### config.mk
export PLATFORM = sky130hd
export DESIGN_NAME = smc_mac_top
export DESIGN_NICKNAME = d
export VERILOG_FILES = /design/src/rtl/smc_mac_pkg.sv /design/src/rtl/mac_control.sv /design/src/rtl/read_assembly.sv /design/src/rtl/write_lane_select.sv /design/src/rtl/smc_mac_top.sv
export SDC_FILE = /design/constraint.sdc
export NUM_CORES = 1
export LEC_CHECK = 0
export BUFFER_PORTS_ARGS = -buffer_cell sky130_fd_sc_hd__buf_2
export CAP_MARGIN = 20
export CORE_MARGIN = 3
export CORE_UTILIZATION = 43
export CTS_CLUSTER_DIAMETER = 60
export DETAILED_ROUTE_END_ITERATION = 10
export GPL_TIMING_DRIVEN = 0
export MAX_ROUTING_LAYER = met4
export PLACE_DENSITY = 0.76
export SLEW_MARGIN = 40
export SYNTH_ARGS = -nofsm -noshare
export SYNTH_HDL_FRONTEND = slang
export SYNTH_SLANG_ARGS = --single-unit
### constraint.sdc
create_clock -name sys_clk15 -period 1.5 [get_ports sys_clk15]
set_input_delay 0.15 -clock sys_clk15 [delete_from_list [all_inputs] [get_ports sys_clk15]]
set_output_delay 0.15 -clock sys_clk15 [all_outputs]
set_load 0.01 [all_outputs]
### src/rtl/smc_mac_pkg.sv
// smc multiple access types
package smc_mac_pkg;

  // ------------------------------
  // widths
  // ------------------------------
  localparam int WORD_W = 32;              // internal ahb word
  localparam int BYTE_W = 8;               // external memory bus
  localparam int LANES  = WORD_W / BYTE_W; // byte lanes per word

  typedef logic [WORD_W-1:0] word_t;
  typedef logic [BYTE_W-1:0] byte_t;

  // ahb transfer size, code 3 reserved
  typedef enum logic [1:0] {
    xsiz_8  = 2'd0,
    xsiz_16 = 2'd1,
    xsiz_32 = 2'd2
  } xfer_size_t;

  localparam logic [1:0] XSIZ_RSVD = 2'b11; // never legal on the bus

  // accesses left after the current one
  typedef logic [1:0] access_cnt_t;

  localparam access_cnt_t CNT_BYTE = 2'd0; // one access
  localparam access_cnt_t CNT_HALF = 2'd1; // two accesses
  localparam access_cnt_t CNT_WORD = 2'd3; // four accesses

  // sequencer next state, one-hot
  typedef enum logic [4:0] {
    smc_idle  = 5'b00001,
    smc_le    = 5'b00010,
    smc_rw    = 5'b00100,
    smc_store = 5'b01000,
    smc_float = 5'b10000
  } smc_state_t;

  // control shared by both datapaths
  typedef struct packed {
    xfer_size_t  xfer_size;  // stored size
    access_cnt_t num_access; // current count
  } access_ctl_t;

endpackage

### src/rtl/mac_control.sv
// multiple access control
`timescale 1ns/1ps

module mac_control (
  input  logic                      sys_clk15,
  input  logic                      n_sys_reset15,
  input  logic                      valid_access,  // address cycle of new transfer
  input  smc_mac_pkg::xfer_size_t   xfer_size,     // valid with valid_access
  input  logic                      smc_done,      // end of one external access
  input  smc_mac_pkg::smc_state_t   smc_nextstate, // from sequencer
  output smc_mac_pkg::access_ctl_t  acc_ctl,
  output logic                      mac_done,      // last access of transfer
  output smc_mac_pkg::xfer_size_t   v_xfer_size
);

  import smc_mac_pkg::*;

  xfer_size_t  r_xfer_size;  // size held for the whole transfer
  access_cnt_t r_num_access; // accesses still to go
  access_cnt_t load_cnt;     // count picked from new size
  logic        dec_en;       // qualified access end

  // ------------------------------
  // transfer size store
  // ------------------------------
  always_ff @(posedge sys_clk15 or negedge n_sys_reset15)
  begin
    if (!n_sys_reset15)
      r_xfer_size <= xsiz_8;
    else if (valid_access)
      r_xfer_size <= xfer_size; // sampled in address cycle
  end

  // live size during the address cycle, stored one after
  assign v_xfer_size = valid_access ? xfer_size : r_xfer_size;

  // number of extra accesses for an 8-bit bus
  always_comb
  begin
    case (xfer_size)
      xsiz_16: load_cnt = CNT_HALF;
      xsiz_32: load_cnt = CNT_WORD;
      default: load_cnt = CNT_BYTE; // byte, reserved code
    endcase
  end

  // ------------------------------
  // access counter
  // ------------------------------
  // store and idle mean the sequencer is not starting another access
  assign dec_en = smc_done && (smc_nextstate != smc_store) &&
                  (smc_nextstate != smc_idle);

  always_ff @(posedge sys_clk15 or negedge n_sys_reset15)
  begin
    if (!n_sys_reset15)
      r_num_access <= '0;
    else if (valid_access)
      r_num_access <= load_cnt;            // new transfer wins
    else if (dec_en)
      r_num_access <= r_num_access - 2'd1; // next byte
  end

  // last access detect
  assign mac_done = (r_num_access == '0);

  assign acc_ctl = '{xfer_size: r_xfer_size, num_access: r_num_access};

  // ------------------------------
  // checks
  // ------------------------------
  // sequencer must stop after the last access of a transfer
  a_no_underflow: assert property (
    @(posedge sys_clk15) disable iff (!n_sys_reset15)
    (dec_en && !valid_access) |-> (r_num_access != '0)
  ) else $error("access counter decremented from zero");

  // bus master never issues the reserved size
  a_no_rsvd_size: assert property (
    @(posedge sys_clk15) disable iff (!n_sys_reset15)
    valid_access |-> (2'(xfer_size) != XSIZ_RSVD)
  ) else $error("reserved transfer size at address cycle");

endmodule

### src/rtl/read_assembly.sv
// read data assembly
`timescale 1ns/1ps

module read_assembly (
  input  logic                     sys_clk15,
  input  logic                     n_sys_reset15,
  input  smc_mac_pkg::access_ctl_t acc_ctl,    // size and count
  input  logic                     latch_data, // data_smc valid this cycle
  input  smc_mac_pkg::byte_t       data_smc,   // external read byte
  output smc_mac_pkg::word_t       read_data   // to internal bus
);

  import smc_mac_pkg::*;

  word_t hold_q; // bytes gathered so far
  byte_t half_hi; // upper byte of a halfword
  byte_t low_b;  // lowest lane, live or held

  // ------------------------------
  // holding register
  // ------------------------------
  // first byte read is the most significant one, count
  // before the edge picks its lane
  always_ff @(posedge sys_clk15 or negedge n_sys_reset15)
  begin
    if (!n_sys_reset15)
    begin
      hold_q <= '0;
    end
    else if (latch_data)
    begin
      case (acc_ctl.num_access)
        2'd3:
        begin
          hold_q[31:24] <= data_smc; // first of four
          hold_q[23:0]  <= '0;
        end
        2'd2:
        begin
          hold_q[23:16] <= data_smc;
          hold_q[15:0]  <= '0;       // upper byte kept
        end
        2'd1:
        begin
          hold_q[15:8] <= data_smc;  // first of two, or third of four
          hold_q[7:0]  <= '0;
        end
        default:
        begin
          hold_q[7:0] <= data_smc;   // last access
        end
      endcase
    end
  end

  // ------------------------------
  // read mux
  // ------------------------------
  // last byte is passed straight through while it is latched,
  // so the bus sees the full value in that cycle
  assign low_b   = latch_data ? data_smc : hold_q[7:0];
  assign half_hi = hold_q[15:8];

  always_comb
  begin
    case (acc_ctl.xfer_size)
      xsiz_32:
      begin
        if (latch_data)
          read_data = {hold_q[31:8], data_smc}; // live byte in low lane
        else
          read_data = hold_q;
      end
      xsiz_16:
      begin
        if (latch_data)
          read_data = {2{half_hi, data_smc}};    // halfword in both halves
        else
          read_data = {2{hold_q[15:0]}};
      end
      default:
      begin
        read_data = {LANES{low_b}};             // byte in every lane
      end
    endcase
  end

  // ------------------------------
  // checks
  // ------------------------------
  // an unknown strobe would corrupt the held word silently
  a_latch_known: assert property (
    @(posedge sys_clk15) disable iff (!n_sys_reset15)
    !$isunknown(latch_data)
  ) else $error("latch_data unknown");

endmodule

### src/rtl/write_lane_select.sv
// write byte steering
`timescale 1ns/1ps

module write_lane_select (
  input  smc_mac_pkg::access_ctl_t acc_ctl,    // count picks the lane
  input  smc_mac_pkg::word_t       write_data, // held by ahb for whole transfer
  output smc_mac_pkg::byte_t       smc_data    // to external bus
);

  import smc_mac_pkg::*;

  // ------------------------------
  // lane select
  // ------------------------------
  // msb first, count runs down towards the low lane
  always_comb
  begin
    case (acc_ctl.num_access)
      2'd3:
      begin
        smc_data = write_data[31:24]; // first of four
      end
      2'd2:
      begin
        smc_data = write_data[23:16];
      end
      2'd1:
      begin
        smc_data = write_data[15:8];  // first of two
      end
      default:
      begin
        smc_data = write_data[BYTE_W-1:0]; // single byte or last access
      end
    endcase
  end

endmodule

### src/rtl/smc_mac_top.sv
// smc multiple access controller
`timescale 1ns/1ps

module smc_mac_top (
  input  logic                     sys_clk15,
  input  logic                     n_sys_reset15,
  input  logic                     valid_access,  // address cycle strobe
  input  smc_mac_pkg::xfer_size_t  xfer_size,
  input  logic                     smc_done,      // end of one access
  input  smc_mac_pkg::smc_state_t  smc_nextstate, // sequencer next state
  input  logic                     latch_data,    // read byte valid
  input  smc_mac_pkg::byte_t       data_smc,      // external read data
  input  smc_mac_pkg::word_t       write_data,    // internal write data
  output smc_mac_pkg::access_cnt_t r_num_access,  // access counter
  output logic                     mac_done,      // last access
  output smc_mac_pkg::xfer_size_t  v_xfer_size,
  output smc_mac_pkg::word_t       read_data,     // to internal bus
  output smc_mac_pkg::byte_t       smc_data       // to external bus
);

  import smc_mac_pkg::*;

  access_ctl_t acc_ctl; // size and count to both datapaths

  // ------------------------------
  // control
  // ------------------------------
  mac_control u_ctl (
    .sys_clk15     (sys_clk15),
    .n_sys_reset15 (n_sys_reset15),
    .valid_access  (valid_access),
    .xfer_size     (xfer_size),
    .smc_done      (smc_done),
    .smc_nextstate (smc_nextstate),
    .acc_ctl       (acc_ctl),
    .mac_done      (mac_done),
    .v_xfer_size   (v_xfer_size)
  );

  assign r_num_access = acc_ctl.num_access; // counter seen by sequencer

  // ------------------------------
  // datapaths
  // ------------------------------
  read_assembly u_rd (
    .sys_clk15     (sys_clk15),
    .n_sys_reset15 (n_sys_reset15),
    .acc_ctl       (acc_ctl),
    .latch_data    (latch_data),
    .data_smc      (data_smc),
    .read_data     (read_data)
  );

  write_lane_select u_wr (
    .acc_ctl    (acc_ctl),
    .write_data (write_data),
    .smc_data   (smc_data)
  );

endmodule

==> run_results.csv <==
group,metric,value,unit
critical_path,crit_path_start_kind,"flip-flop",
clocking,tritoncts,"done",
clocking,clock_path_buffers,2,
placement,dp.final_hpwl,4.65,mm
yosys,synth-seq-area-share,0.392,
placement,gp_congestion,0.787,
sta,relSlewSlack,0.686,
floorplan,core_area,4940,sq um
sta,hold_viol_final,0,
critical_path,cp-end-kind,"output pin",
power,leakage,0.00186,uW
min_path,min_path_type,"in2reg",
yosys,yosys_warnings,0,
clocking,htree_levels,2,
status,violations,"negative setup slack",
grt,grt_usage,0.242,
yosys,synthCells,253,
grt,gr-total-overflow,0,
yosys,synth_fp_nets,313,
grt,antenna_found_initial,0,
sta,clock_skew,7.02,ps
sta,slew_viol_final,0,
power,vdd_drop_max,495,uV
critical_path,path_class,"reg2out",
floorplan,die_x,79.1,um
drt,vias_per_cell,5.24,
yosys,synth_seq_cells,36,
drt,drtIter0Drc,139,
clocking,cts_buffers,5,
grt,grt_pass1_wl,11.6,mm
finish,synthToLayoutAreaGrowth,55.7,%
finish,fin_nets,434,
yosys,synth.avg_cell_area,9.09,sq um
floorplan,dieArea,6260,sq um
drt,routed_wirelength,7.31,mm
sta,rsz0062_at_grt,"true",
drt,wl_per_cell,16.5,um
drt,postRouteAntennaNets,0,
yosys,synth_cell_types,32,
placement,io_buffers,95,
sta,fin_crit,1910,ps
status,status,"complete, but fails checks",
clocking,cts-root-buf,"clkbuf_8",
clocking,clk_latency,300,ps
yosys,synthesis.area,2300,sq um
sta,layout_setup_ws,-412,ps
finish,design_area,3580,sq um
sta,report.final.setup_viol,35,
drt,dr.pass1.iters,4,
critical_path,worst-path-max-fanout,10,
floorplan,initial_core_util,0.465,
finish,layout-drive-gt1-share,0.579,
floorplan,die_y,79.1,um
power,powerDensity,1050,nW/um^2
sta,fmax,0.523,GHz
drt,drc,0,
sta,setup_tns,-10260,ps
critical_path,worstPathArrival,1760,ps
sta,worstMarginPinSlew,472,ps
clocking,cts_sinks,36,
clocking,clk_pin_slew,70,ps
floorplan,ios,97,
sta,finalCritPeriodShare,1.27,
drt,via_count,2316,
floorplan,rows,25,
grt,grt_max_degree,37,
grt,grt_pass1_vias,2393,
placement,place_area,2860,sq um
finish,fill_cells,366,
job,cap_violations,0,
finish,diodes,0,
critical_path,required,1350,ps
Yosys cell counts:
cell | count | area, sq um
nor3_1 | 1 | 5.00
a2111o_1 | 1 | 11.3
mux2i_1 | 8 | 80.1
a22o_1 | 9 | 78.8
o21ai_2 | 1 | 8.76
o31a_1 | 2 | 17.5
xor2_1 | 1 | 8.76
dfrtp_1 | 36 | 901
buf_6 | 4 | 45.0
o21ba_2 | 1 | 10.0
buf_4 | 5 | 37.5
a211oi_1 | 1 | 7.51
nand3_1 | 1 | 5.00
nand4b_1 | 1 | 8.76
buf_12 | 1 | 20.0
buf_2 | 6 | 30.0
o21ai_1 | 2 | 10.0
nor4b_1 | 1 | 8.76
a22oi_1 | 8 | 60.1
mux2_2 | 8 | 90.1
a222oi_1 | 8 | 80.1
nor2b_1 | 2 | 12.5
mux2_4 | 8 | 120
clkbuf_1 | 2 | 7.51
nand2b_1 | 3 | 18.8
o21ai_0 | 24 | 120
nand2_1 | 74 | 278
and2_1 | 2 | 12.5
buf_1 | 1 | 3.75
nand2_8 | 1 | 20.0
ha_1 | 8 | 100
inv_1 | 22 | 82.6
flip-flops by register name (all words and copies together) (netlist names):
signal,cells
u_rd.hold_q,32
u_ctl.r_num_access,2
u_ctl.r_xfer_size,2
worst max-delay path, cell delays in order, from the launching register on:
cell	delay (ps)
dfrtp_2	440
inv_2	100
ha_4	200
buf_6	150
a222oi_1	280
mux2i_1	130
buf_2	160
path summary, 6_finish.rpt:
path | from | to | slack [ps] | depth (start not counted)
max in group asynchronous | n_sys_reset15 | u_ctl.r_num_access[1] | 800 | 2
min in group asynchronous | n_sys_reset15 | u_rd.hold_q[25] | 350 | 2
min reg2reg | u_rd.hold_q[20] | u_rd.hold_q[20] | 520 | 1
max | u_ctl.r_num_access[1] | smc_data[0] | -410 | 6
min | xfer_size[0] | u_ctl.r_xfer_size[0] | 100 | 3
max reg2reg | u_ctl.r_num_access[0] | u_rd.hold_q[18] | -20 | 7
cell families after synthesis:
group,after synthesis,share of synthesized area
XOR/XNOR,1,0.00381
adder cells (fa/ha/maj),8,0.0435
AO/OA/AOI/OAI,57,0.176
multiplexers,24,0.126
AND/OR/NAND/NOR,86,0.160
buffers and inverters,41,0.0985
flip-flops,36,0.392
layout by cell type (no fill, tap or decap), types with 2 or more instances in the layout:
| cell type | netlist | routed |
|---|---|---|
| buf_2 | 6 | 87 |
| nand2_1 | 74 | 44 |
| dfrtp_1 | 36 | 34 |
| nand2_2 | 0 | 25 |
| buf_6 | 4 | 22 |
| inv_1 | 22 | 19 |
| buf_4 | 5 | 13 |
| o21ai_0 | 24 | 12 |
| o21ai_1 | 2 | 10 |
| a22o_1 | 9 | 9 |
| mux2_2 | 8 | 8 |
| a222oi_1 | 8 | 8 |
| mux2i_1 | 8 | 8 |
| a22oi_2 | 0 | 8 |
| mux2_4 | 8 | 8 |
| clkbuf_8 | 0 | 6 |
| nand2_4 | 0 | 5 |
| buf_12 | 1 | 5 |
| ha_4 | 0 | 5 |
| buf_8 | 0 | 3 |
| o21ai_2 | 1 | 3 |
| inv_2 | 0 | 3 |
| nor2b_4 | 0 | 2 |
| o21ai_4 | 0 | 2 |
| clkbuf_1 | 2 | 2 |
| nand2b_1 | 3 | 2 |
| o31a_1 | 2 | 2 |
| and2_4 | 0 | 2 |
| ha_2 | 0 | 2 |
| dfrtp_2 | 0 | 2 |
stage by stage:
stage | total power [uW] | hold WS [ps] | setup WS (ps) | util | std cells
global route | 3950 | 129 | -485 | 0.724 | 442
CTS | 3550 | 94.7 | -410 | 0.682 | 442
floorplan | 2050 | -146 | 2.27 | - | 253
global placement | 2470 | 287 | -232 | 0.579 | 415
detailed placement | 2500 | 277 | -277 | 0.579 | 415
finish | 3750 | 105 | -412 | 0.724 | 442
per-layer routing:
| layer | up-vias | track usage | share of wire |
|---|---|---|---|
| li1 | 1103 | - | - |
| met1 | 1108 | 0.285 | 0.42 |
| met2 | 96 | 0.437 | 0.51 |
| met3 | 9 | 0.0385 | 0.055 |
| met4 | 0 | 0.0515 | 0.011 |
| met5 | - | - | 0 |
area by class of cell:
class                           count  area [sq um]  share of cell area
Clock inverter                      1          7.51             0.00210
Clock buffer                        7          86.3              0.0241
Buffer                             12           140              0.0391
Timing Repair Buffer              121           827               0.231
Tap cell                           67          83.8              0.0234
Sequential cell                    36           903               0.252
Inverter                           22          82.6              0.0231
Multi-Input combinational cell    176          1450               0.405
where the power goes:
group	switching, uW	total (uW)	internal (uW)	leakage, uW
sequential	188	1360	1170	0.000459
clock	372	745	374	0.0000445
combinational	769	1650	876	0.00136
total	1330	3750	2420	0.00186
timing repair:
| action | 4_1_cts | 5_1_grt |
|---|---|---|
| hold endpoints to repair | 36 | 0 |
| setup buffers | 16 | 7 |
| resized for setup | 64 | 61 |
| gates cloned | 4 | 0 |
| hold buffers | 1 | 0 |
| pin swaps | 30 | 39 |
| endpoints found under the setup margin | 48 | 66 |
(Power assumes the default switching activity.)
